--- src/hw/vga_pkg.sv ---
// ~~~~~~~~~~~~~~~~~~~~
// shared VGA timing, frame-buffer sizes and bus widths
// referenced by scoped name from design and testbench
// ~~~~~~~~~~~~~~~~~~~~
package vga_pkg;

    // horizontal timing, in pixel clocks
    localparam int H_DISPLAY = 640;  // visible pixels per line
    localparam int H_FRONT   = 16;   // front porch
    localparam int H_SYNC    = 96;   // sync pulse
    localparam int H_BACK    = 48;   // back porch
    localparam int H_TOTAL   = H_DISPLAY + H_FRONT + H_SYNC + H_BACK;  // 800

    // vertical timing, in lines
    localparam int V_DISPLAY = 480;
    localparam int V_FRONT   = 10;
    localparam int V_SYNC    = 2;
    localparam int V_BACK    = 33;
    localparam int V_TOTAL   = V_DISPLAY + V_FRONT + V_SYNC + V_BACK;  // 525

    // source picture, half size in each direction
    localparam int SRC_WIDTH  = 320;
    localparam int SRC_HEIGHT = 240;

    // position counters, enough for 0..799
    localparam int CNT_W = 10;

    // 320*240 = 76800 words, needs 17 bits
    localparam int FB_ADDR_W = 17;

    // rgb565 pixel word
    localparam int PIX_W = 16;

    // one dac channel
    localparam int CH_W = 8;

    // field positions inside an rgb565 word
    //   [15:11] red, [10:5] green, [4:0] blue
    // expansion to 8 bits is done by replicating the msbs

endpackage
--- src/hw/pixel_out.sv ---
// ~~~~~~~~~~~~~~~~~~~~
// output stage, lines syncs and blanking up with ram data
// expands rgb565 to three 8-bit dac channels
// ~~~~~~~~~~~~~~~~~~~~
`timescale 1ns/1ps

module pixel_out (
    input  logic                      CLK25,
    input  logic                      rst_n,
    input  logic                      hsync_early,    // from timing, active low
    input  logic                      vsync_early,
    input  logic                      visible_early,
    input  logic [vga_pkg::PIX_W-1:0] rd_data,        // frame buffer word
    output logic                      hsync,          // active low
    output logic                      vsync,          // active low
    output logic                      blank_n,        // high in the picture
    output logic [vga_pkg::CH_W-1:0]  red,
    output logic [vga_pkg::CH_W-1:0]  green,
    output logic [vga_pkg::CH_W-1:0]  blue
);

    logic hsync_d;     // flags one stage late, in step with rd_data
    logic vsync_d;
    logic visible_d;

    logic [4:0] r5;
    logic [5:0] g6;
    logic [4:0] b5;

    assign r5 = rd_data[15:11];
    assign g6 = rd_data[10:5];
    assign b5 = rd_data[4:0];

    // delay stage matching the ram read latency
    always_ff @(posedge CLK25) begin
        if (!rst_n) begin
            hsync_d   <= 1'b1;
            vsync_d   <= 1'b1;
            visible_d <= 1'b0;
        end else begin
            hsync_d   <= hsync_early;
            vsync_d   <= vsync_early;
            visible_d <= visible_early;
        end
    end

    // output registers, colour forced to black when blanked
    always_ff @(posedge CLK25) begin
        if (!rst_n) begin
            hsync   <= 1'b1;
            vsync   <= 1'b1;
            blank_n <= 1'b0;
            red     <= '0;
            green   <= '0;
            blue    <= '0;
        end else begin
            hsync   <= hsync_d;
            vsync   <= vsync_d;
            blank_n <= visible_d;
            red     <= visible_d ? {r5, r5[4:2]} : '0;   // msb replication
            green   <= visible_d ? {g6, g6[5:4]} : '0;
            blue    <= visible_d ? {b5, b5[4:2]} : '0;
        end
    end

endmodule

--- config.mk ---
export PLATFORM = sky130hd
export DESIGN_NAME = pixel_out
export DESIGN_NICKNAME = d
export VERILOG_FILES = /design/src/hw/vga_pkg.sv /design/src/hw/pixel_out.sv
export SDC_FILE = /design/constraint.sdc
export NUM_CORES = 1
export LEC_CHECK = 0
export ABC_CLOCK_PERIOD_IN_PS = 1100
export BUFFER_PORTS_ARGS = -buffer_cell sky130_fd_sc_hd__buf_4
export CAP_MARGIN = 20
export CORE_MARGIN = 2
export CORE_UTILIZATION = 38
export DETAILED_ROUTE_END_ITERATION = 8
export GPL_TIMING_DRIVEN = 1
export PLACE_DENSITY_LB_ADDON = 0.25
export SLEW_MARGIN = 10
export SYNTH_ARGS = -nofsm -noshare
export SYNTH_HDL_FRONTEND = slang
export SYNTH_SLANG_ARGS = --single-unit
--- constraint.sdc ---
create_clock -name CLK25 -period 1.1 [get_ports CLK25]
set_clock_uncertainty 0.15 [all_clocks]
set_input_delay 0.165 -clock CLK25 [delete_from_list [all_inputs] [get_ports CLK25]]
set_output_delay 0.165 -clock CLK25 [all_outputs]
set_load 0.02 [all_outputs]
# Word-level counts from Yosys, hierarchy flattened
# Cells that the tools add are included.
totals:
  ff_bits: 30
  out_inout_bits: 27
  wordCells: 10
classes:
  reduce_logical: 1
ops:
  columns: ["op", "count"]
  rows:
  - ["$reduce_and 2->1", 1]

# Longest topological paths before layout
depth:
  depth_word: 1
  depth_mapped: 2
  ltp_nobuf: 1

# Worst setup path before layout
# OpenSTA, ideal clock, no wires.
synth_path:
  path_kind: "register to output"
  start: "register blue[5] in the netlist's numbering"
  end: "output blue[5] in the netlist's numbering"
  arrival_time_ps: 595
  slack_ps: 190
  stages_incl_launch_ff: 2
  n_path_buf: 1
  cell_sequence: "dfxtp_1 > buf_4"
synth_lines:
  columns: ["item", "line", "text"]
  rows:
  - ["start, declared", "pixel_out.sv:19", "output logic [vga_pkg::CH_W-1:0] blue"]
  - ["start signal, assigned", "pixel_out.sv:62", "blue <= visible_d ? {b5, b5[4:2]} : '0;"]
# No word-level cell between the ends.

==> summary by stage <==
Status
The run finished with clean final reports.

Power and ir drop
Net switching is 21.2% of the power. The ratio of total power to cell area is 1120 nW/um^2. Internal power comes to 0.00110 W. Sequential cells account for 60.5% of the total power. The clock network accounts for 23.6% of the total power. The combinational fraction of design power is 15.9%. VDD sags by at most 0.927 mV. The reported net switching power is 0.000294 W.

The reported leakage power is 0.636 nW.

STA
The number of hold violations in the final report is 0. The setup TNS after final layout is 0 ns. The remaining max-slew budget at the tightest pin is 86.2%. Setup repair after global routing could not meet its margin everywhere.

The transition time at the pin with the least slew margin is 0.207 ns. On the final layout, the worst hold slack is 0.0647 ns. The number of slew-limit violations in the final report is 0. The worst path uses 98.2% of the clock period. The final period demand of the worst path is 1.08 ns. The count of final setup violators is 0. The achievable clock frequency is 926 MHz.

CTS
The later pin in the worst-skew pair is clocked with a latency of 0.28 ns. The number of buffers inserted during clock tree synthesis is 3. CTS built an H-tree with a depth of 1. For this design, the sink count on the clock tree is 22. The clock transition time at the flip-flop clock pins of the worst setup and hold paths is 0.10 ns.

The TritonCTS clock tree is built. In this run the post-CTS setup repair buffer count came out at 0. The number of buffers on the longest clock path is 2. The clock root buffer master is sky130_fd_sc_hd__clkbuf_4.

Cells and area
The library cell used most frequently in the layout, excluding fill and tap cells, is sky130_fd_sc_hd__buf_4. The repair_antennas step left the layout with diodes totalling 0. For this run, the post-layout net count is 137. Relative to the synthesized area, the layout overhead comes to 84.7%. Cells with a size suffix above 1 make up 62.3% of the layout. In the layout the commonest cells are sky130_fd_sc_hd__buf_4 (37), sky130_fd_sc_hd__dlygate4sd3_1 (20), sky130_fd_sc_hd__dfxtp_2 (13), sky130_fd_sc_hd__buf_6 (10).

Critical path
The internal reg-to-reg setup slack is 0.23 ns. The number of buffers and inverters on the critical path is 1. For this design, the slowest cell found on the critical path is sky130_fd_sc_hd__dfxtp_2. The worst setup path is of the flip-flop to primary output kind.

In this run the worst path has a maximum fanout of 2. The kind of launch point of the worst setup path is a flip-flop. The longest individual stage delay on the worst path is 0.33 ns. Data on the critical path is required at its endpoint by 0.78 ns.

The kind of cell adding the most delay to the critical path is flip-flops. Traced cell by cell, the critical path runs through buf_4. Data arrives at the worst endpoint at 0.77 ns. STA classifies the critical path endpoint as a primary output.

Floorplanning
After floorplanning, the core was sized to cover 1690 um^2. The count of standard-cell rows is 15. The floorplan step set the die width to 46.1 um. Pin placement for this block handled 48 I/O pins.

The die covers 2120 um^2. The starting density of the core is 39.8%. The die outline height is 46.1 um.

Global routing
The number of global-route vias before repair is 504. The first global-routing pass estimated 2010 um of wire. Global routing finished with a remaining overflow of 0. The number of antenna violations at the first check in global routing was 0. The global-route usage over all layers is 13.9%.

The pin count of the biggest net entering global routing is 22.

Drt
The routed layout has 575 vias. The number of vias per cell is 4.39. The iteration-0 DRC count of the detailed router is 4. The remaining routing DRC violations is 0. The routed wirelength normalized by instance count is 11.5 um. The first TritonRoute pass finished after 3 iterations. The final layout contains routed wiring with a total length of 1510 um. The detail route stage leaves a number of antenna-violating nets equal to 0.

Yosys
In this run the mean area of a mapped cell was 12.2 um^2. The number of nets in the synthesized netlist is 76. For this run, the register share of the synthesized area comes to 65.5%. Synthesis handed over a netlist of 55 instances. The top-area cell type share of the netlist area is 65.5%. During synthesis, Yosys emitted a total of 0 warnings. By area the synthesized netlist is led by sky130_fd_sc_hd__dfxtp_1 (66%), sky130_fd_sc_hd__buf_4 (8.9%), sky130_fd_sc_hd__and3_1 (8.4%). The cell type with the largest total area after synthesis is sky130_fd_sc_hd__dfxtp_1. The number of storage elements in the synthesis netlist is 22. The distinct cell type count after synthesis is 10. In this run the cell area of the synthesized design comes to 672 um^2.

Placement
The quantity of I/O buffers inserted on ports is 47. The final weighted congestion in routability-driven placement is 0.644.

Min path
In this run the worst hold path is classified as primary input to flip-flop.

Flow run
Across the run, the number of max-cap violations was 0.
==> per-stage QoR <==
stage                     cell area, um^2  util, %  instances  worst slack (ns)  power [W]
after floorplan                       672        -         55             0.190   0.000927
after detailed placement              965     57.1        108             0.123    0.00101
final                                1240     73.5        131            0.0196    0.00139
after global placement                965     57.1        108             0.121    0.00101
after CTS                            1190     70.4        131           0.00511    0.00139
after global routing                 1240     73.5        131           -0.0138    0.00145
==> metal layers <==
metal  vias up  GRT usage (%)  wire length [um]
met4         0           6.86                19
met2        22           27.8               911
met3         2           2.35                74
met1       262           13.2               506
met5         -              0                 0
li1        289              -                 -
==> worst paths after layout <==
check,from,cells after the start,endpoint
setup reg to reg,visible_d$_SDFF_PN0_,1,green[4]$_SDFF_PN0_
hold reg to reg,hsync_d$_SDFF_PN1_,1,hsync$_SDFF_PN1_
hold / removal,rst_n,2,visible_d$_SDFF_PN0_
setup / recovery,green[1]$_SDFF_PN0_,1,green[7]
==> layout make-up <==
type	instances	area [um^2]
clock buffers	3	22.5
fillers	126	448
multi-input cells	22	150
flip-flops and latches	22	457
well taps	17	21.3
repair buffers	67	591
==> cells in the mapped netlist (all sizes together) <==
cell type   n
nand2b      2
buf        11
or2b        2
and3       16
and2        2
dfxtp      22
==> registers in the layout, summed over array words and instances, names as in the netlist <==
register and count:
red 5, green 6, blank_n 1, blue 5
hsync 1, vsync_d 1, vsync 1, visible_d 1
hsync_d 1
==> kinds of logic (layout without fill, tap and decap cells) <==
group | Yosys count | after routing | share of synthesized area [%]
buffers and inverters | 11 | 70 | 12.1
flip-flops | 22 | 22 | 65.5
AND/OR/NAND/NOR | 22 | 22 | 22.3
==> power by group through the flow <==
stage	Sequential (W)	Clock, W	Combinational, W
after floorplan	0.000875	0	0.0000516
after global placement	0.000854	0	0.000155
after detailed placement	0.000854	0	0.000156
after CTS	0.000836	0.000338	0.000214
after global routing	0.000844	0.000366	0.000236
final	0.000840	0.000329	0.000221
==> repair_timing <==
| item | CTS | global route |
|---|---|---|
| endpoints found under the hold margin | 19 | 0 |
| setup endpoints to repair | 3 | 22 |
| hold buffers | 20 | 0 |
| gates resized for setup | 2 | 21 |
No activity file was read; power rests on OpenSTA's default activity.
