[config.mk]
export PLATFORM = sky130hd
export DESIGN_NAME = vga_timing
export DESIGN_NICKNAME = d
export VERILOG_FILES = /design/src/hw/vga_pkg.sv /design/src/hw/vga_timing.sv
export SDC_FILE = /design/constraint.sdc
export NUM_CORES = 1
export LEC_CHECK = 0
export BUFFER_PORTS_ARGS = -buffer_cell sky130_fd_sc_hd__buf_2
export CAP_MARGIN = 25
export CORE_ASPECT_RATIO = 1.1
export CORE_MARGIN = 2
export CORE_UTILIZATION = 54
export CTS_BUF_LIST = sky130_fd_sc_hd__clkbuf_4 sky130_fd_sc_hd__clkbuf_8
export CTS_CLUSTER_DIAMETER = 120
export DETAILED_ROUTE_END_ITERATION = 10
export PLACE_DENSITY = 0.85
export REMOVE_ABC_BUFFERS = 1
export SLEW_MARGIN = 30
export SYNTH_ARGS = -nofsm -noshare
export SYNTH_HDL_FRONTEND = slang
export SYNTH_SLANG_ARGS = --single-unit
[constraint.sdc]
create_clock -name CLK25 -period 2.5 [get_ports CLK25]
set_input_delay 0.375 -clock CLK25 [delete_from_list [all_inputs] [get_ports CLK25]]
set_output_delay 0.375 -clock CLK25 [all_outputs]
set_load 0.02 [all_outputs]
[src/hw/vga_pkg.sv]
// ~~~~~~~~~~~~~~~~~~~~
// shared VGA timing, frame-buffer sizes and bus widths
// referenced by scoped name from design and testbench
// ~~~~~~~~~~~~~~~~~~~~
package vga_pkg;

    // horizontal timing, in pixel clocks
    localparam int H_DISPLAY = 640;  // visible pixels per line
    localparam int H_FRONT   = 16;   // front porch
    localparam int H_SYNC    = 96;   // sync pulse
    localparam int H_BACK    = 48;   // back porch
    localparam int H_TOTAL   = H_DISPLAY + H_FRONT + H_SYNC + H_BACK;  // 800

    // vertical timing, in lines
    localparam int V_DISPLAY = 480;
    localparam int V_FRONT   = 10;
    localparam int V_SYNC    = 2;
    localparam int V_BACK    = 33;
    localparam int V_TOTAL   = V_DISPLAY + V_FRONT + V_SYNC + V_BACK;  // 525

    // source picture, half size in each direction
    localparam int SRC_WIDTH  = 320;
    localparam int SRC_HEIGHT = 240;

    // position counters, enough for 0..799
    localparam int CNT_W = 10;

    // 320*240 = 76800 words, needs 17 bits
    localparam int FB_ADDR_W = 17;

    // rgb565 pixel word
    localparam int PIX_W = 16;

    // one dac channel
    localparam int CH_W = 8;

    // field positions inside an rgb565 word
    //   [15:11] red, [10:5] green, [4:0] blue
    // expansion to 8 bits is done by replicating the msbs

endpackage
[src/hw/vga_timing.sv]
// ~~~~~~~~~~~~~~~~~~~~
// 640x480 raster counters with registered sync and visible flags
// flags trail the counter position by one clock
// ~~~~~~~~~~~~~~~~~~~~
`timescale 1ns/1ps

module vga_timing #(
    parameter int H_DISPLAY = 640,
    parameter int H_FRONT   = 16,
    parameter int H_SYNC    = 96,
    parameter int H_TOTAL   = 800,
    parameter int V_DISPLAY = 480,
    parameter int V_FRONT   = 10,
    parameter int V_SYNC    = 2,
    parameter int V_TOTAL   = 525
) (
    input  logic                      CLK25,
    input  logic                      rst_n,
    output logic [vga_pkg::CNT_W-1:0] h_pos,          // current pixel in line
    output logic [vga_pkg::CNT_W-1:0] v_pos,          // current line in frame
    output logic                      hsync_early,    // active low
    output logic                      vsync_early,    // active low
    output logic                      visible_early
);

    localparam int CW = vga_pkg::CNT_W;

    // sync windows, first and last counter value of the pulse
    localparam int H_SYNC_START = H_DISPLAY + H_FRONT;           // 656
    localparam int H_SYNC_END   = H_DISPLAY + H_FRONT + H_SYNC;  // 752, exclusive
    localparam int V_SYNC_START = V_DISPLAY + V_FRONT;           // 490
    localparam int V_SYNC_END   = V_DISPLAY + V_FRONT + V_SYNC;  // 492, exclusive

    logic h_last;   // last pixel of a line
    logic v_last;   // last line of a frame
    logic h_in_sync;
    logic v_in_sync;
    logic in_display;

    assign h_last = (h_pos == CW'(H_TOTAL - 1));
    assign v_last = (v_pos == CW'(V_TOTAL - 1));

    // pixel and line counters
    always_ff @(posedge CLK25) begin
        if (!rst_n) begin
            h_pos <= '0;
            v_pos <= '0;
        end else if (h_last) begin
            h_pos <= '0;                             // wrap line
            v_pos <= v_last ? '0 : v_pos + 1'b1;     // next line or new frame
        end else begin
            h_pos <= h_pos + 1'b1;
        end
    end

    // window decodes on the current position
    assign h_in_sync  = (h_pos >= CW'(H_SYNC_START)) && (h_pos < CW'(H_SYNC_END));
    assign v_in_sync  = (v_pos >= CW'(V_SYNC_START)) && (v_pos < CW'(V_SYNC_END));
    assign in_display = (h_pos < CW'(H_DISPLAY)) && (v_pos < CW'(V_DISPLAY));

    // registered flags, one clock behind h_pos/v_pos
    always_ff @(posedge CLK25) begin
        if (!rst_n) begin
            hsync_early   <= 1'b1;   // inactive
            vsync_early   <= 1'b1;
            visible_early <= 1'b0;
        end else begin
            hsync_early   <= ~h_in_sync;
            vsync_early   <= ~v_in_sync;
            visible_early <= in_display;
        end
    end

endmodule

# After elaboration in Yosys (flattened, before gate mapping)
# Cells that the tools add are included.
classes:
  add_sub_neg: 2
  magnitude_cmp: 6
  n_eq_ne: 2
  n_mux: 1
  n_bitwise: 3
  reduce_logical: 4
ops:
  columns: ["cell", "count"]
  rows:
  - ["10-bit by 1-bit adder with 10-bit output, second input constant", 2]
  - ["10-bit == test, second input constant", 2]
  - ["10-bit < comparator, second input constant", 2]
  - ["10-bit by 9-bit < comparator with 1-bit output, second input constant", 2]
  - ["10-bit greater-or-equal comparator, second input constant", 1]
  - ["10-bit by 9-bit greater-or-equal comparator with 1-bit output, second input constant", 1]
  - ["10-bit 2-to-1 mux", 1]
  - ["1-bit logical AND", 3]
  - ["1-bit inverter", 3]
  - ["2-bit OR reduction", 1]
totals:
  register_bits: 23
  in_bits: 2
  output_inout_bits: 23
  word_cells: 23

# Longest topological paths before layout
# Gate-level depths: netlist of the first run.
logic_depth:
  depth_word: 3
  depth_mapped: 6

# Worst setup path after synthesis of the first run
# Ideal clock, no wire load.
synth_timing:
  kind: "flip-flop to flip-flop"
  start: "register h_pos[4] (netlist name)"
  end: "register v_pos[4] (netlist name)"
  setup_time_ns: 0.070
  arrival_ns: 2.107
  slack_ns: 0.323
  stages_incl_launch_ff: 6
  n_path_buf: 1
  synth_period_minus_slack_ns: 2.177
  cell_sequence: "dfxtp_1 -> or4b_4 -> or3_1 -> buf_6 -> or4b_1 -> a21boi_1"
synth_between:
  elab_chain_len: 1
synth_rtl:
  columns: ["element", "line", "text"]
  rows:
  - ["from (decl)", "vga_timing.sv:19", "output logic [vga_pkg::CNT_W-1:0] h_pos,"]
  - ["from (signal assigned)", "vga_timing.sv:52", "h_pos <= h_pos + 1'b1;"]
  - ["10-bit == test", "vga_timing.sv:40", "assign h_last = (h_pos == CW'(H_TOTAL - 1));"]
  - ["to (signal assigned)", "vga_timing.sv:50", "v_pos <= v_last ? '0 : v_pos + 1'b1;"]
  - ["to (decl)", "vga_timing.sv:20", "output logic [vga_pkg::CNT_W-1:0] v_pos,"]
# No other way between the ends.
# A chain may end at the register's enable or synchronous reset.

# Final worst setup path of the first run
# Ends and elaborated chain as after synthesis.

==> reports/qor.csv, run 1 <==
stage,metric,value,unit
clocking,cts_root_buf,clkbuf_4,
worst_setup_path,cpPeakStageDelay,0.54,ns
clocking,clk_pin_slew,0.13,ns
route,avgRoutedWirePerCell,13.68,um
synth,synthCells,115,
worst_setup_path,cp.arrival,2.46,ns
route,drt_pass1_iterations,4,
hold_path,hold_path_class,in -> reg,
floorplanning,die_w,46.49,um
timing,period_needed,2.199,ns
placement,post-dp-hpwl,1.745,mm
worst_setup_path,worstPathRequired,2.76,ns
floorplanning,num_rows,16,
timing,final.setup_skew,0.01248,ns
global_routing,grt_pass1_wl,3.877,mm
placement,dp.cells,166,
synth,synthFlopType,dfxtp_1,
floorplanning,core,1822,um^2
clocking,hold_buffers,0,
layout,syn_to_final_growth,16.57,%
pwr,p_per_area,463.1,nW/um^2
route,drc_errors,0,
timing,slew_headroom,59.07,%
route,drt_first_iter_violations,18,
route,avgViaCountPerCell,5.776,
timing,period_share,87.94,%
timing,max_freq,0.4548,GHz
layout,drive_gt1_share,22.38,%
floorplanning,die_h,50.74,um
synth,synth-async-reset-ratio,0,%
synth,avgSynthCellArea,9.324,um^2
global_routing,grt_overflow,0,
route,ant_nets,0,
worst_setup_path,cp-end-kind,flop,
placement,io_buffers,24,
clocking,clk_latency,0.31,ns
layout,antennaDiodeCount,0,
synth,ys_seq_area_share,42.94,%
pwr,power,578.8,uW
worst_setup_path,critPathKind,reg -> reg,
synth,synth_cell_types,29,
placement,dpl_worst_slack,0.3384,ns
clocking,numCtsBuffers,3,
timing,holdWs,0.3984,ns
global_routing,antenna_found_initial,0,
layout,final_cells,170,
global_routing,grt_max_degree,14,
global_routing,grt_pass1_vias,866,
worst_setup_path,crit_fanout,7,
pwr,power.leakage,0.0005266,uW
synth,syn_area,1072,um^2
pwr,vdd_drop_max,0.4076,mV
clocking,postCtsResizedCells,0,
route,drt-total-wl,2.326,mm
timing,worst_slack,0.3015,ns
synth,synth-seq-cells,23,
timing,setup_viol_count_final,0,
global_routing,grt_use_total,22.32,%
floorplanning,ios,25,
timing,maxSlewViolCount,0,
clocking,htreeDepth,1,
worst_setup_path,start_kind,flop,
clocking,clockBufferDepth,2,
timing,finalHoldViolations,0,
floorplanning,start_util,58.86,%
floorplanning,die_area,2358,um^2
timing,rsz0062_at_grt,no,
timing,worstMarginPinSlew,0.6083,ns
route,vias,982,
clocking,cts.sinks,23,
clocking,tritoncts,yes,
run_status,status,"finished, final reports clean",
worst_setup_path,cp_slowest_cell,or4b_1,
layout,nNetsFinal,151,
worst_setup_path,path_cells,or4b_4 > or3_1 > or4b_1 > a21boi_1,
timing,setup_tns,0,ns
placement,gp_congestion,0.8611,
layout,nFillCells,135,
synth,yosysWarnings,0,
job,maxCapViolCount,0,
synth,synth-edff-count,0,
worst_setup_path,ff2ff_setup_slack,0.30,ns
clocking,post-cts-setup-buffers,0,
through the flow:
| stage | util (%) | area (um^2) |
|---|---|---|
| final | 68.61 | 1250 |
| after global placement | 67.10 | 1222 |
| after detailed placement | 67.10 | 1222 |
| after CTS | 68.61 | 1250 |
| after floorplan | - | 1061 |
| after global routing | 68.61 | 1250 |
cell families (layout without fill, tap and decap cells):
kind of cell	count (synthesis)	count (layout)	share of synthesized area, %
fa+ha+maj	5	5	5.834
xor+xnor	13	13	10.62
simple gates	58	58	31.62
compound gates	10	10	5.600
mux	1	1	0.9335
flops	23	23	42.94
buf+inv	5	33	2.450
cell usage after synthesis, drive strengths merged, types with 3 or more instances:
master | instances | area [um^2]
a21oi | 3 | 15.01
and2 | 4 | 25.02
and3 | 4 | 25.02
dfxtp | 23 | 460.4
ha | 5 | 62.56
inv | 4 | 15.01
nand2 | 6 | 22.52
nand3 | 5 | 25.02
nand4 | 6 | 37.54
nor2 | 13 | 48.80
o21ai | 5 | 25.02
or3 | 4 | 25.02
xnor2 | 6 | 52.55
xor2 | 7 | 61.31
placed cells by master, fill, tap and decap left out, types with 3 or more instances in the layout:
master,netlist,final
and3_1,4,4
clkbuf_4,0,3
inv_1,4,4
buf_2,0,24
nand4_1,6,6
nor2_1,13,13
xor2_1,7,7
nand3_1,5,5
nand2_1,6,6
a21oi_1,3,3
xnor2_1,6,6
or3_1,4,4
and2_1,4,4
dfxtp_1,23,23
o21ai_0,5,5
ha_1,5,5
flip-flops by register name, summed over array words and instances (netlist names):
name,cells
visible_early,1
v_pos,10
h_pos,10
vsync_early,1
hsync_early,1
worst paths after layout:
path                       startpoint               endpoint  depth (start not counted)
setup / recovery  h_pos[4]$_SDFF_PP0_  v_pos[4]$_SDFFE_PN0N_                          4
hold / removal                  rst_n  v_pos[4]$_SDFFE_PN0N_                          2
setup reg to reg  h_pos[4]$_SDFF_PP0_  v_pos[4]$_SDFFE_PN0N_                          4
hold reg to reg   h_pos[0]$_SDFF_PP0_    h_pos[0]$_SDFF_PP0_                          1
layer usage:
layer	routed length [um]	GRT usage [%]	up-vias
li1	-	-	471
met1	979	31.42	464
met2	1156	32.87	39
met3	124	3.237	8
met4	65	10.00	0
met5	0	0	-
power breakdown:
| part | switching [uW] | internal (uW) | total (uW) |
|---|---|---|---|
| Clock | 113 | 59.8 | 173 |
| Sequential | 5.94 | 371 | 377 |
| Combinational | 18.2 | 10.6 | 28.8 |
cell type report:
class                   count  area [um^2]  area share (%)
multi-input cells          87        585.6           46.85
flip-flops and latches     23        460.4           36.84
repair buffers             25        127.6           10.21
well taps                  27        33.78           2.703
clock buffers               3        22.52           1.802
inverters                   4        15.01           1.201
clock inverters             1        5.005          0.4004
critical path: cells and delay by family (launching register included):
family / cells / cell delay [ns]
AOI/OAI and AO/OA: 1 / 0.14
DFF: 1 / 0.47
and+or+nand+nor: 3 / 1.53
Power figures use the tool's default switching activity.
==> run 2, diff against run 1 <==
ABC_AREA = 1   (was default)
CORE_MARGIN = default   (was 2)
CORE_UTILIZATION = 56   (was 54)
PLACE_DENSITY = 0.86   (was 0.85)
==> run 2 against run 1 <==
Net effect: critical path depth up 3; register-to-register slack better by 0.68 ns; clock power barely moved; clock skew shrank 0.0052 ns; setup slack gained 0.68 ns; via count increased by 27%; flip-flop and latch count unchanged; combinational power is 3% higher; non-clock buffer count decreased by 1; core utilization increased by 1.3 points; largest power group unchanged.
==> reports/qor.csv, run 2 <==
stage,metric,value,unit,change
global_routing,grt_pass1_wl,4.429,mm,+14%
timing,worstMarginPinSlew,0.3351,ns,-0.2732 ns
synth,synth_top_area_cell,dfxtp_1,,
clocking,htreeDepth,1,,unchanged
layout,drive_gt1_share,19.82,%,-2.6 points
worst_setup_path,cpPeakStageDelay,0.47,ns,-0.07 ns
pwr,p_int,440.6,uW,-0.27%
worst_setup_path,crit_fanout,7,,unchanged
synth,ys_seq_area_share,36.54,%,-6.4 points
synth,ys_top_cells_by_area,"dfxtp_1 37%, nand2_1 15%, nor2_1 9.2%",,
global_routing,grt_max_degree,14,,unchanged
route,drc_errors,0,,unchanged
synth,yosysWarnings,0,,unchanged
layout,syn_to_final_growth,14.50,%,
worst_setup_path,cp.arrival,1.77,ns,-0.69 ns
pwr,swShare,23.52,%,-0.15 points
hold_path,hold_path_class,in -> reg,,
route,drt_pass1_iterations,4,,unchanged
synth,synth.top_cells.by_count,"51 x nand2_1, 31 x nor2_1, 24 x inv_1, 23 x dfxtp_1, 13 x nand3_1",,
synth,avgSynthCellArea,6.666,um^2,-29%
clocking,numCtsBuffers,3,,unchanged
route,ant_nets,0,,unchanged
timing,period_share,60.90,%,-27 points
route,avgRoutedWirePerCell,10.79,um,-21%
pwr,combPwrFrac,5.2,%,+0.2 points
global_routing,antenna_found_initial,0,,unchanged
synth,syn_area,1260,um^2,+18%
pwr,p_per_area,399.4,nW/um^2,-14%
pwr,vdd_drop_max,0.3598,mV,-12%
clocking,postCtsResizedCells,0,,unchanged
timing,setup_viol_count_final,0,,unchanged
route,drt_first_iter_violations,40,,+22
worst_setup_path,cp_slowest_cell,dfxtp_1,,
worst_setup_path,path_cells,ha_1 > inv_1 > nor2_1 > nand3b_1 > nand2_1 > nand2_1 > a21oi_1,,
layout,final_cell_mix,"51 x nand2_1, 31 x nor2_1, 24 x inv_1, 24 x buf_2, 23 x dfxtp_1",,
worst_setup_path,cpMostUsedCell,nand2_1,,
worst_setup_path,start_kind,flop,,
clocking,clockBufferDepth,2,,unchanged
synth,synth-async-reset-ratio,0,%,unchanged
layout,largestRegisters,"h_pos (10), v_pos (10)",,
synth,synth_top_area_share,36.54,%,-6.4 points
route,drt-total-wl,2.643,mm,+14%
floorplanning,die_w,47.23,um,+1.6%
timing,final.setup_skew,0.007270,ns,-0.005212 ns
layout,nNetsFinal,225,,+49%
placement,gp_congestion,0.8526,,-0.99%
timing,setup_tns,0,ns,unchanged
clocking,clk_pin_slew,0.12,ns,about the same
synth,synth-seq-cells,23,,unchanged
clocking,clk_latency,0.31,ns,about the same
layout,antennaDiodeCount,0,,unchanged
floorplanning,die_h,51.75,um,+2.0%
floorplanning,num_rows,17,,+1
clocking,hold_buffers,0,,unchanged
timing,period_needed,1.522,ns,-0.6761 ns
timing,maxSlewViolCount,0,,unchanged
run_status,status,"finished, final reports clean",,
route,avgViaCountPerCell,5.078,,-12%
synth,synth_cell_types,23,,-21%
worst_setup_path,cp-end-kind,flop,,
pwr,power,576.1,uW,-0.47%
synth,synthCells,189,,+64%
timing,slew_headroom,77.58,%,+19 points
floorplanning,ios,25,,unchanged
worst_setup_path,critPathKind,reg -> reg,,
timing,finalHoldViolations,0,,unchanged
placement,io_buffers,24,,unchanged
pwr,sequentialPowerShare,65.3,%,about the same
floorplanning,start_util,61.07,%,+2.2 points
timing,holdWs,0.3437,ns,-0.05467 ns
global_routing,grt_use_total,24.58,%,+2.3 points
clocking,cts_root_buf,clkbuf_4,,
floorplanning,core,2063,um^2,+13%
floorplanning,die_area,2444,um^2,+3.6%
pwr,net-switching-power,135.5,uW,-1.1%
clocking,post-cts-setup-buffers,0,,unchanged
pwr,power.leakage,0.0006671,uW,+27%
clocking,tritoncts,yes,,
timing,max_freq,0.6568,GHz,+44%
clocking,cts.sinks,23,,unchanged
synth,synthFlopType,dfxtp_1,,
global_routing,grt_overflow,0,,unchanged
placement,post-dp-hpwl,2.128,mm,+22%
layout,mostFrequentLayoutCell,nand2_1,,
timing,rsz0062_at_grt,no,,
route,vias,1244,,+27%
synth,synth-edff-count,0,,unchanged
pwr,clockPowerShare,29.5,%,-0.3 points
job,maxCapViolCount,0,,unchanged
global_routing,grt_pass1_vias,1109,,+28%
worst_setup_path,worstPathRequired,2.75,ns,about the same
synth,synth.most_common_cell,nand2_1,,
[run 2: layout make-up]
cell class | count | area (um^2)
clock buffer | 3 | 22.52
clock inverter | 1 | 5.005
fill | 190 | 620.6
inverter | 29 | 110.1
multi-input combinational | 137 | 689.4
sequential | 23 | 460.4
tap | 28 | 35.03
timing repair buffer | 24 | 120.1
[run 2: per-layer routing]
metal | vias up | wire length [um] | global-route usage (%)
met5 | - | 0 | 0
met4 | 0 | 45 | 9.524
met3 | 7 | 92 | 4.167
met2 | 27 | 1240 | 39.50
met1 | 560 | 1264 | 31.89
li1 | 650 | - | -
[run 2: cells by family (layout without fill, tap and decap cells)]
family          Yosys count  in the layout  synth area share (%)
compound gates           12             12                 5.064
xor+xnor                  2              2                 1.391
fa+ha+maj                 5              5                 4.965
buf+inv                  29             57                 8.738
flops                    23             23                 36.54
simple gates            118            118                 43.30
[run 2: power groups by stage]
| stage | Sequential [uW] | Combinational, uW | Clock [uW] |
|---|---|---|---|
| 2_1_floorplan | 390 | 14.1 | 0 |
| 3_3_place_gp | 384 | 29.5 | 0 |
| 3_5_place_dp | 385 | 30.3 | 0 |
| 4_1_cts | 377 | 30.4 | 175 |
| 5_1_grt | 378 | 33.0 | 188 |
| 6_report | 376 | 29.8 | 170 |
[run 2: worst paths after layout]
| check | cells past startpoint | to | slack (ns) | from |
|---|---|---|---|---|
| worst max-delay path | 7 | v_pos[8]$_SDFFE_PN0N_ | 0.98 | v_pos[1]$_SDFFE_PN0N_ |
| worst min-delay path | 3 | h_pos[4]$_SDFF_PP0_ | 0.34 | rst_n |
| worst max register to register | 7 | v_pos[8]$_SDFFE_PN0N_ | 0.98 | v_pos[1]$_SDFFE_PN0N_ |
| worst min register to register | 1 | h_pos[0]$_SDFF_PP0_ | 0.51 | h_pos[0]$_SDFF_PP0_ |
[run 2: per-stage QoR]
| stage | worst slack (ns) | utilization, % | cell area [um^2] | cells |
|---|---|---|---|---|
| CTS | 0.9844 | 69.92 | 1443 | 245 |
| detailed placement | 0.9998 | 68.59 | 1415 | 241 |
| floorplan | 0.9941 | - | 1260 | 189 |
| global route | 0.8843 | 69.92 | 1443 | 245 |
| global placement | 1.083 | 68.59 | 1415 | 241 |
| finish | 0.9775 | 69.92 | 1443 | 245 |
[run 2: critical path: cells and delay by family, from the launching register on]
| kind | cells | cell delay (ns) |
|---|---|---|
| adder cells (fa/ha/maj) | 1 | 0.27 |
| AO/OA/AOI/OAI | 1 | 0.11 |
| AND/OR/NAND/NOR | 4 | 0.55 |
| buffers and inverters | 1 | 0.06 |
| flip-flops | 1 | 0.47 |
