**src/hw/vga_pkg.sv**
```systemverilog
// ~~~~~~~~~~~~~~~~~~~~
// shared VGA timing, frame-buffer sizes and bus widths
// referenced by scoped name from design and testbench
// ~~~~~~~~~~~~~~~~~~~~
package vga_pkg;

    // horizontal timing, in pixel clocks
    localparam int H_DISPLAY = 640;  // visible pixels per line
    localparam int H_FRONT   = 16;   // front porch
    localparam int H_SYNC    = 96;   // sync pulse
    localparam int H_BACK    = 48;   // back porch
    localparam int H_TOTAL   = H_DISPLAY + H_FRONT + H_SYNC + H_BACK;  // 800

    // vertical timing, in lines
    localparam int V_DISPLAY = 480;
    localparam int V_FRONT   = 10;
    localparam int V_SYNC    = 2;
    localparam int V_BACK    = 33;
    localparam int V_TOTAL   = V_DISPLAY + V_FRONT + V_SYNC + V_BACK;  // 525

    // source picture, half size in each direction
    localparam int SRC_WIDTH  = 320;
    localparam int SRC_HEIGHT = 240;

    // position counters, enough for 0..799
    localparam int CNT_W = 10;

    // 320*240 = 76800 words, needs 17 bits
    localparam int FB_ADDR_W = 17;

    // rgb565 pixel word
    localparam int PIX_W = 16;

    // one dac channel
    localparam int CH_W = 8;

    // field positions inside an rgb565 word
    //   [15:11] red, [10:5] green, [4:0] blue
    // expansion to 8 bits is done by replicating the msbs

endpackage
```
**src/hw/upscale_addr.sv**
```systemverilog
// ~~~~~~~~~~~~~~~~~~~~
// 2x nearest-neighbour address mapping, display xy to source word
// address is registered, valid one clock after the position
// ~~~~~~~~~~~~~~~~~~~~
`timescale 1ns/1ps

module upscale_addr #(
    parameter int SRC_WIDTH = 320,
    parameter int H_DISPLAY = 640,
    parameter int V_DISPLAY = 480
) (
    input  logic                          CLK25,
    input  logic                          rst_n,
    input  logic [vga_pkg::CNT_W-1:0]     h_pos,
    input  logic [vga_pkg::CNT_W-1:0]     v_pos,
    output logic [vga_pkg::FB_ADDR_W-1:0] rd_addr   // to frame buffer read port
);

    localparam int CW = vga_pkg::CNT_W;
    localparam int AW = vga_pkg::FB_ADDR_W;

    logic [CW-2:0] src_x;       // 0..319
    logic [CW-2:0] src_y;       // 0..239
    logic [AW-1:0] line_base;   // first word of the source row
    logic [AW-1:0] addr_next;
    logic          visible;

    // halve both coordinates, each source pixel spans 2x2
    assign src_x = h_pos[CW-1:1];
    assign src_y = v_pos[CW-1:1];

    // row times width, constant multiply
    assign line_base = AW'(src_y) * AW'(SRC_WIDTH);
    assign addr_next = line_base + AW'(src_x);

    // local visibility check, same window as the timing block
    assign visible = (h_pos < CW'(H_DISPLAY)) && (v_pos < CW'(V_DISPLAY));

    always_ff @(posedge CLK25) begin
        if (!rst_n) begin
            rd_addr <= '0;
        end else if (visible) begin
            rd_addr <= addr_next;
        end else begin
            rd_addr <= '0;   // parked at word 0 during blanking
        end
    end

endmodule

```
**config.mk**
```make
export PLATFORM = sky130hd
export DESIGN_NAME = upscale_addr
export DESIGN_NICKNAME = d
export VERILOG_FILES = /design/src/hw/vga_pkg.sv /design/src/hw/upscale_addr.sv
export SDC_FILE = /design/constraint.sdc
export NUM_CORES = 1
export LEC_CHECK = 0
export BUFFER_PORTS_ARGS = -buffer_cell sky130_fd_sc_hd__buf_2
export CAP_MARGIN = 0
export CORE_AREA = 4 4 54 56
export CTS_CLUSTER_SIZE = 28
export DETAILED_ROUTE_END_ITERATION = 12
export DIE_AREA = 0 0 58 60
export GPL_ROUTABILITY_DRIVEN = 0
export PLACE_DENSITY = 0.79
export SYNTH_ARGS = -nofsm -noshare
export SYNTH_HDL_FRONTEND = slang
export SYNTH_SLANG_ARGS = --single-unit
```
**constraint.sdc**
```tcl
create_clock -name CLK25 -period 3.3 [get_ports CLK25]
set_input_delay 0.33 -clock CLK25 [delete_from_list [all_inputs] [get_ports CLK25]]
set_output_delay 0.33 -clock CLK25 [all_outputs]
set_load 0.05 [all_outputs]
```
; ---- Word level (Yosys, flattened, before mapping)
; Index checks and enable logic that the tools add are counted.
[totals]
wordCells = 7
output_inout_bits = 17
mem_count = 0
inputBits = 22
ff_bits = 17
mem_bits_ro = 0
latchBits = 0
ramBits = 0
[op_classes]
magnitude_cmp = 2
n_addsub = 1
n_mux = 0
reduce_logical = 2
n_eq_ne = 0
mul = 1
n_div = 0
bitwise_logic = 0
n_shift = 0
[op_table]
columns = cell, n
row1 = 17-bit by 9-bit adder with 17-bit output, 1
row2 = "9-bit by 3-bit multiplier with 11-bit output, second input constant", 1
row3 = "10-bit < comparator, second input constant", 1
row4 = "10-bit by 9-bit < comparator with 1-bit output, second input constant", 1
row5 = 2-bit AND reduction, 1
row6 = 1-bit logical AND, 1

; ---- Depth between registers and ports, before layout
; Gate-level depths: netlist of the first run.
[logic_depth]
depth_word = 3
mapped_depth = 8
mapped_depth_nobuf = 8

; ---- Least setup slack after synthesis of the first run
; No wires, ideal clock.
[synth_path]
path_type = input port to flip-flop
start = input port v_pos[2] (netlist bit)
end = register rd_addr[16] (netlist bit)
path_stages = 8
t_arrival_ns = 2.493
setup_ns = 0.072
n_path_buf = 0
required_ns = 3.228
setup_slack_ns = 0.736
path_cell_list = ha_1 -> ha_1 -> fa_1 -> xor2_2 -> o2111ai_1 -> or3_2 -> nor4_1 -> mux2i_1
[synth_between]
elab_chain_cells = 3
elab_cells_between_ends = 5
cone_classes = add/sub: 1 / mul: 1 / order compare: 1 / reduce/logical: 2
[synth_lines]
columns = item, line
row1 = from (decl), upscale_addr.sv:15  ; input logic [vga_pkg::CNT_W-1:0] v_pos,
row2 = "parallel branches: the longest is 3 deep, another holds 17-bit by 9-bit adder with 17-bit output", --
row3 = to (signal assigned), upscale_addr.sv:43  ; rd_addr <= addr_next;
row4 = to (decl), upscale_addr.sv:16  ; output logic [vga_pkg::FB_ADDR_W-1:0] rd_addr
; Several ways; the timed one is not identified.
; A chain may end at the register's enable or synchronous reset.

; ---- Worst setup path in the final report of the first run
; Same ends and word-level chain as after synthesis.

==> summary.txt, run 1 <==
Cells and area
  – Layout overhead on the synthesized area: 20.3%
  – Seq. cell area: 340 sq um
  – Layout fillers: 231
  – Multi-input logic area: 786 sq um
  – Antenna diode count: 0
  – Largest register FFs: 17
  – Most flops, register: rd_addr
  – Final instance area: 1390 sq um
  – Total Nets Final: 204
  – Top Registers: rd_addr x17
  – Share of layout cells above drive strength 1: 29.0%

Critical path
  – CP cell instances: buf_2 -> ha_1 -> ha_1 -> fa_1 -> xor2_2 -> o2111ai_1 -> or3_2 -> nor4_1 -> mux2i_1
  – Worst path bufs/invs: 1
  – Crit. End Element: flop
  – Critical Path Most Common Cell: ha_1
  – Crit Path Class: in -> reg
  – Critical path's slowest cell: or3_2
  – Crit path largest cell delay: 0.47 ns
  – Worst Path Required: 3.51 ns
  – Delay-heaviest family, CP: adder cells
  – CP Max Fanout: 3
  – Crit path DAT: 2.84 ns
  – Startpoint types: input port

Clocking
  – CTS max path bufs: 2
  – Cts hold-fix bufs: 0
  – Num Clock Sinks: 17
  – Postcts setup bufs: 0
  – Clock Tree Root: clkbuf_4
  – CTS H-tree lvls: 1
  – CTS tree: done
  – Number of buffers created by CTS: 3
  – CTS-repair resized insts: 0
  – Clk slew on worst S/H paths: 0.09 ns

Global routing
  – First-pass GRT wire length: 4.02 mm
  – Grt ovf: 0
  – Vias in the first global route: 970
  – Largest net degree at the start of global routing: 10
  – Tot GR Track Use: 14.9%
  – Initial antenna violation count: 0

Drt
  – Post-Route WL: 2.40 mm
  – Via Count: 1006
  – WL/cell: 12.5 um
  – Antenna Nets Post-Route: 0
  – Vias per inst: 5.24
  – Starting DRT DRC Count: 31
  – DRC Markers: 0
  – 1st-pass router iterations: 4

Synth
  – Syn_nets: 165
  – Post-synth EDFFs: 0
  – Simple-gate share of the synthesized area: 21.5%
  – Adder-cell share of the synthesized area: 21.8%
  – Largest family of logic cells by synthesized area: adder cells
  – Post-synthesis mux area share: 0.865%
  – Asr flop ratio synth: 0%
  – Primary FF master, synth: dfxtp_1
  – Yosys warning total: 0
  – Synth Area in Compound Gates: 17.0%
  – Register area share after synthesis: 29.4%
  – Cell Area, Synth: 1160 sq um
  – Post-Syn Instances: 124
  – Synth Area per Inst: 9.33 sq um
  – #FFs+latches synth: 17
  – Count of cell types in the netlist: 42
  – Post-Synth XOR/XNOR Area: 6.70%

Placed design
  – I/O Buffers: 36
  – DP Area: 1370 sq um
  – Dpl hpwl: 2.08 mm

Timing
  – Final Max Slew Viols: 0
  – Tightest Pin Transition: 0.597 ns
  – Setup violators final: 0
  – TNS Setup: 0 ns
  – Max Clk Rate: 0.381 GHz
  – Final Cycle Share: 79.6%
  – Final Critical Period: 2.63 ns
  – RSZ-0062 raised after global routing: false
  – Worst slew margin: 59.9%
  – Hold Vio Cnt, Final: 0

Job
  – Max-cap viol count: 0

Power
  – Worst-case vdd ir drop: 0.302 mV
  – Pwr per Cell Area: 403 nW/um^2
  – LEAKAGE: 0.000688 uW

Status
  – Outcome: finished, final reports clean

Floorplan
  – Width of the chip: 58 um
  – Die height: 60 um
  – Starting Density: 47.6%
  – IO Pins: 39
  – Rows: 18
  – Die Area: 3480 sq um
  – CORE AREA: 2430 sq um

Hold path
  – Hold crit path type: in -> reg
==> cell usage after synthesis, types with 2 or more instances <==
| library cell | number | area share, % |
|---|---|---|
| xor2_1 | 4 | 3.0 |
| nor2b_1 | 3 | 1.6 |
| o21ai_0 | 6 | 2.6 |
| dfxtp_1 | 17 | 29 |
| xnor2_1 | 3 | 2.3 |
| a211oi_1 | 2 | 1.3 |
| a21o_1 | 2 | 1.3 |
| a21oi_1 | 4 | 1.7 |
| nand4_1 | 2 | 1.1 |
| and2_1 | 8 | 4.3 |
| fa_1 | 2 | 3.5 |
| nor3_1 | 2 | 0.86 |
| inv_1 | 6 | 1.9 |
| ha_1 | 17 | 18 |
| nor2_1 | 14 | 4.5 |
| nor4_1 | 3 | 1.6 |
| nand3_1 | 2 | 0.86 |
| o211ai_1 | 2 | 1.3 |
| a211o_1 | 2 | 1.5 |
==> through the flow <==
stage,hold slack (ns),total power (uW),std cells,util (%),worst slack (ns)
finish,0.247,561,192,57.3,0.674
global route,0.259,600,192,57.3,0.539
detailed placement,0.535,463,188,56.2,0.381
floorplan,0.452,409,124,-,0.736
global placement,0.534,453,188,56.2,0.477
CTS,0.237,566,192,57.3,0.685
==> routing by layer <==
metal / up-vias / GRT usage (%) / routed length (um)
met1: 445 / 17.4 / 1050
met4: 0 / 6.95 / 19
met3: 2 / 1.73 / 166
met2: 31 / 27.1 / 1160
li1: 528 / - / -
met5: - / 0 / 0
==> area by class of cell <==
cell class,instances,area share [%]
well taps,30,2.70
multi-input cells,99,56.4
repair buffers,36,12.9
clock buffers,4,1.89
flip-flops and latches,17,24.4
inverters,6,1.62
==> logic make-up after synthesis <==
| kind of cell | Yosys count |
|---|---|
| simple gates | 44 |
| compound gates | 27 |
| fa+ha+maj | 19 |
| flops | 17 |
| xor+xnor | 8 |
| buf+inv | 8 |
| mux | 1 |
==> cell usage in the layout, fill, tap and decap left out, types with 2 or more instances in the layout <==
| cell | instances |
|---|---|
| nand4_1 | 2 |
| o211ai_1 | 2 |
| nor3_1 | 2 |
| xor2_1 | 4 |
| a211o_1 | 2 |
| inv_1 | 6 |
| nor2_1 | 14 |
| a211oi_1 | 2 |
| nand3_1 | 2 |
| xnor2_1 | 3 |
| fa_1 | 2 |
| a21o_1 | 2 |
| a21oi_1 | 4 |
| dfxtp_1 | 17 |
| nor2b_1 | 3 |
| nor4_1 | 3 |
| and2_1 | 8 |
| ha_1 | 17 |
| o21ai_0 | 6 |
| clkbuf_4 | 3 |
| buf_2 | 36 |
==> where the power goes <==
group	total, uW	internal (uW)	switching [uW]
Sequential	218	216	2.17
Clock	102	46.8	55.2
Combinational	241	93.6	147
Total	561	356	205
==> final timing paths <==
check,endpoint,slack (ns),startpoint,cells past startpoint
setup / recovery,rd_addr[16]$_SDFF_PN0_,0.67,v_pos[2],9
hold / removal,rd_addr[3]$_SDFF_PN0_,0.25,h_pos[4],2
Note: power is estimated with default switching activity, not from simulation.
==> run 2, diff against run 1 <==
clock period = 2.45 ns   (was 3.3 ns; I/O delays follow)
==> run 2 against run 1 <==
  * Clock power up 33%
  * Core utilization increased by 5.3 points
  * Sequential share of layout area fell by 2.1 points
  * Count of clock-buffer cells in the layout stayed put
  * Sequential power rose by 34%
  * Critical path depth unchanged
  * Total power up 42%
  * Setup slack got worse by 0.55 ns
  * Global-route usage increased by 1.3 points
  * Largest cell class unchanged
  * Critical path type unchanged
  * Cell count grew 7.8%
  * Combinational power grew 54%
  * Via count rose by 9.1%
==> summary.txt, run 2 (same netlist as run 1, synthesis figures left out) <==
Hold path
  – Hold Path End: rd_addr[2]$_SDFF_PN0_
  – Hold path cells: 2
  – Hold crit path type: in -> reg
  – Hold_sp: h_pos[3]

Clocking
  – Cts hold-fix bufs: 0
  – CTS max path bufs: 2
  – CTS tree: done
  – CTS H-tree lvls: 1
  – Num Clock Sinks: 17
  – Clk slew on worst S/H paths: 0.08 ns
  – Clock Tree Root: clkbuf_4
  – Number of buffers created by CTS: 3

Placed design
  – Dpl hpwl: 2.15 mm
  – I/O Buffers: 36
  – DP Area: 1490 sq um

Power
  – Pwr per Cell Area: 525 nW/um^2
  – Worst-case vdd ir drop: 0.303 mV
  – Total Power: 799 uW
  – LEAKAGE: 0.000764 uW

Timing
  – Final Cycle Share: 94.8%
  – Final Max Slew Viols: 0
  – Max Clk Rate: 0.431 GHz
  – Final Critical Period: 2.32 ns
  – Worst slew margin: 75.8%
  – Setup violators final: 0
  – RSZ-0062 raised after global routing: true
  – Tightest Pin Transition: 0.362 ns
  – Hold Vio Cnt, Final: 0

Cells and area
  – Total Nets Final: 219
  – Most flops, register: rd_addr
  – Share of layout cells above drive strength 1: 36.7%
  – Layout overhead on the synthesized area: 31.5%
  – Multi-input logic area: 802 sq um
  – Fin util: 62.6%
  – Commonest non-fill, non-tap cell in the layout: buf_2
  – Final instance area: 1520 sq um
  – Seq. cell area: 340 sq um
  – Most frequent cells in the layout: 36 x buf_2, 17 x ha_1, 17 x dfxtp_1
  – Top Registers: rd_addr x17
  – Layout fillers: 222
  – Antenna diode count: 0
  – Largest register FFs: 17

Floorplan
  – IO Pins: 39
  – Starting Density: 47.6%
  – CORE AREA: 2430 sq um
  – Rows: 18
  – Die Area: 3480 sq um
  – Die height: 60 um
  – Width of the chip: 58 um

Global routing
  – Vias in the first global route: 1096
  – Initial antenna violation count: 0
  – First-pass GRT wire length: 4.40 mm
  – Grt ovf: 0
  – Tot GR Track Use: 16.2%
  – Largest net degree at the start of global routing: 10

Drt
  – Starting DRT DRC Count: 25
  – Vias per inst: 5.30
  – Post-Route WL: 2.51 mm
  – Antenna Nets Post-Route: 0
  – Via Count: 1098
  – WL/cell: 12.1 um
  – DRC Markers: 0
  – 1st-pass router iterations: 4

Status
  – Outcome: finished, final reports clean

Critical path
  – Crit path DAT: 2.53 ns
  – CP Max Fanout: 3
  – CP cell instances: buf_2 -> ha_1 -> ha_1 -> fa_1 -> xor2_2 -> o2111ai_1 -> or3_2 -> or3_1 -> a21oi_1
  – Delay-heaviest family, CP: adder cells
  – Crit Path Class: in -> reg
  – Worst Path Required: 2.66 ns
  – Crit path largest cell delay: 0.47 ns
  – CP Depth: 9
  – Startpoint types: input port
  – Critical Path Most Common Cell: ha_1
  – Crit. End Element: flop
  – Worst path bufs/invs: 1
  – Critical path's slowest cell: or3_2

Job
  – Max-cap viol count: 0
[run 2: changes by cell type in the layout (fill, tap and decap cells not counted)]
cell       before  now
a2111oi_2       1    2
nor4_2          0    1
buf_4           0   15
a211oi_2        0    1
a211oi_1        2    1
a2111oi_1       1    0
nor4_1          3    2
[run 2: through the flow]
step	TNS, ns	setup slack (ns)	hold slack, ns	cells
global placement	-0.337	-0.124	0.449	203
finish	0	0.128	0.173	207
detailed placement	-0.478	-0.167	0.454	203
global route	-0.000288	-0.000288	0.169	207
floorplan	0	0.00429	0.367	124
CTS	0	0.131	0.162	207
[run 2: cell type report]
cell class / count / share of cell area, %
Tap cell: 30 / 2.47
Multi-Input combinational cell: 99 / 52.7
Clock buffer: 4 / 1.73
Sequential cell: 17 / 22.4
Inverter: 6 / 1.48
Timing Repair Buffer: 51 / 19.2
[run 2: timing repair]
| action | in CTS | in global routing |
|---|---|---|
| endpoints found under the hold margin | 0 | 0 |
| gates resized for setup | 0 | 2 |
| endpoints found under the setup margin | 0 | 2 |
| setup buffers | 0 | 0 |
[run 2: layer usage]
| layer | wire, um | GRT usage [%] | vias up |
|---|---|---|---|
| met5 | 0 | 0 | - |
| met4 | 48 | 9.27 | 0 |
| met3 | 197 | 1.08 | 4 |
| met2 | 1270 | 29.4 | 39 |
| met1 | 998 | 18.7 | 500 |
| li1 | - | - | 555 |
[run 2: how the worst max path moves through the flow]
stage | start | endpoint | slack [ns]
floorplan | v_pos[2] | rd_addr[14]$_SDFF_PN0_ | 0.004
global placement | v_pos[2] | rd_addr[16]$_SDFF_PN0_ | -0.12
detailed placement | v_pos[2] | rd_addr[16]$_SDFF_PN0_ | -0.17
CTS | v_pos[2] | rd_addr[16]$_SDFF_PN0_ | 0.13
global route | v_pos[2] | rd_addr[16]$_SDFF_PN0_ | -0.0003
finish | v_pos[2] | rd_addr[14]$_SDFF_PN0_ | 0.13
[run 2: power breakdown]
group | switching [uW] | leakage, uW | internal, uW | total [uW]
sequential | 2.92 | 0.000139 | 290 | 293
clock | 72.8 | 0.0000150 | 63.1 | 136
combinational | 209 | 0.000610 | 161 | 370
total | 285 | 0.000764 | 514 | 799
==> run 3, diff against run 2 <==
CORE_AREA = 2 2 52 54   (was 4 4 54 56)
DIE_AREA = 0 0 54 56   (was 0 0 58 60)
==> run 3 against run 2 <==
  * Setup slack better by 0.0063 ns
  * Sequential power is essentially flat
  * Count of clock-buffer cells in the layout unchanged
  * Critical path depth grew 2
  * First-iteration DRC count decreased by 48%
  * Flip-flop and latch count unchanged
  * Maximum frequency is 0.27% higher
==> summary.txt, run 3 (same netlist as run 1, synthesis figures left out) <==
Status
  – Outcome: finished, final reports clean

Hold path
  – Hold Path End: rd_addr[1]$_SDFF_PN0_
  – Hold path cells: 2
  – Hold crit path type: in -> reg
  – Hold_sp: h_pos[2]

Timing
  – Final Critical Period: 2.32 ns
  – Worst slew margin: 75.9%
  – Max Clk Rate: 0.432 GHz
  – TNS Setup: 0 ns
  – RSZ-0062 raised after global routing: true
  – Post-route worst setup slack: 0.134 ns
  – Final Max Slew Viols: 0
  – Final Cycle Share: 94.5%
  – Hold Vio Cnt, Final: 0
  – Setup violators final: 0
  – Tightest Pin Transition: 0.361 ns

Cells and area
  – Commonest non-fill, non-tap cell in the layout: buf_2
  – Seq. cell area: 340 sq um
  – Cell Count, Final, Fillers Out: 205
  – Most frequent cells in the layout: 36 x buf_2, 17 x ha_1, 17 x dfxtp_1
  – Layout overhead on the synthesized area: 29.9%
  – Total Nets Final: 217
  – Top Registers: rd_addr x17
  – Final instance area: 1500 sq um
  – Most flops, register: rd_addr
  – Antenna diode count: 0
  – Share of layout cells above drive strength 1: 36.0%
  – Multi-input logic area: 800 sq um
  – Largest register FFs: 17
  – Layout fillers: 198

Floorplan
  – Rows: 18
  – Die height: 56 um
  – Starting Density: 47.6%
  – IO Pins: 39
  – Die Area: 3020 sq um
  – Width of the chip: 54 um
  – CORE AREA: 2430 sq um

Drt
  – Starting DRT DRC Count: 13
  – Top Metal Used: met4
  – Post-Route WL: 2.47 mm
  – 1st-pass router iterations: 4
  – Routed met1 length: 1.04 mm
  – Antenna Nets Post-Route: 0
  – DRC Markers: 0
  – WL/cell: 12.1 um
  – Met3 WL post-DR: 152 um
  – Via Count: 1087
  – Vias per inst: 5.30
  – Metal2 WL: 1.24 mm

Critical path
  – Worst Path Required: 2.67 ns
  – Critical path's slowest cell: fa_2
  – Delay-heaviest family, CP: adder cells
  – Crit Path Class: in -> reg
  – CP Max Fanout: 3
  – CP cell instances: buf_2 -> ha_1 -> ha_1 -> fa_2 -> a211oi_1 -> buf_4 -> o211a_1 -> a2111oi_2 -> buf_4 -> nor4_2 -> mux2i_1
  – Startpoint types: input port
  – Worst path bufs/invs: 3
  – Crit. End Element: flop
  – Crit path DAT: 2.53 ns
  – Crit path largest cell delay: 0.37 ns

Clocking
  – CTS max path bufs: 2
  – CTS tree: done
  – Clk slew on worst S/H paths: 0.08 ns
  – Num Clock Sinks: 17
  – Postcts setup bufs: 0
  – CTS H-tree lvls: 1
  – Cts hold-fix bufs: 0
  – Number of buffers created by CTS: 3
  – Clock Tree Root: clkbuf_4

Power
  – Worst-case vdd ir drop: 0.363 mV
  – LEAKAGE: 0.000751 uW
  – Pwr per Cell Area: 531 nW/um^2

Job
  – Max-cap viol count: 0

Placed design
  – Placed Cells incl. Taps: 201
  – I/O Buffers: 36
  – DP Area: 1470 sq um
  – Dpl ws: -0.225 ns
  – Dpl hpwl: 2.08 mm

Global routing
  – Initial antenna violation count: 0
  – Grt ovf: 0
  – Vias in the first global route: 997
  – First-pass GRT wire length: 3.95 mm
  – Largest net degree at the start of global routing: 10
  – Tot GR Track Use: 17.4%
==> run 3: cell count changes in the layout (fill, tap and decap cells not counted) <==
| cell | before | now |
|---|---|---|
| a211oi_1 | 1 | 2 |
| fa_2 | 0 | 1 |
| buf_4 | 15 | 13 |
| a211oi_2 | 1 | 0 |
| fa_1 | 2 | 1 |
==> run 3: worst max path at each step <==
stage,from,endpoint,cells past startpoint
floorplan,v_pos[2],rd_addr[14]$_SDFF_PN0_,8
global placement,v_pos[2],rd_addr[16]$_SDFF_PN0_,11
detailed placement,v_pos[2],rd_addr[16]$_SDFF_PN0_,11
CTS,v_pos[2],rd_addr[16]$_SDFF_PN0_,11
global route,v_pos[4],rd_addr[16]$_SDFF_PN0_,10
finish,v_pos[2],rd_addr[16]$_SDFF_PN0_,11
==> run 3: cell type report <==
class                      count  area share [%]
timing repair buffer          49            18.5
multi-input combinational     99            53.2
sequential                    17            22.6
clock buffer                   4            1.75
tap                           30            2.50
inverter                       6            1.50
==> run 3: power breakdown <==
| group | internal, uW | switching, uW |
|---|---|---|
| combinational | 157 | 208 |
| clock | 63.3 | 76.4 |
| sequential | 290 | 3.04 |
==> run 3: per-layer routing <==
layer | GRT usage [%] | vias up
met2 | 29.6 | 44
met5 | 0 | -
li1 | - | 552
met4 | 11.4 | 0
met3 | 1.08 | 5
met1 | 20.1 | 486
==> run 3: per-stage QoR <==
step                total power, uW  utilization (%)  hold slack (ns)
floorplan                       554                -            0.367
global placement                646             60.4            0.449
detailed placement              658             60.4            0.451
CTS                             800             61.5            0.151
global route                    850             61.8            0.153
finish                          798             61.8            0.158
==> run 3: repair_timing <==
item / CTS / global route
gates resized for setup: 0 / 2
hold endpoints to repair: 0 / 0
endpoints found under the setup margin: 0 / 2
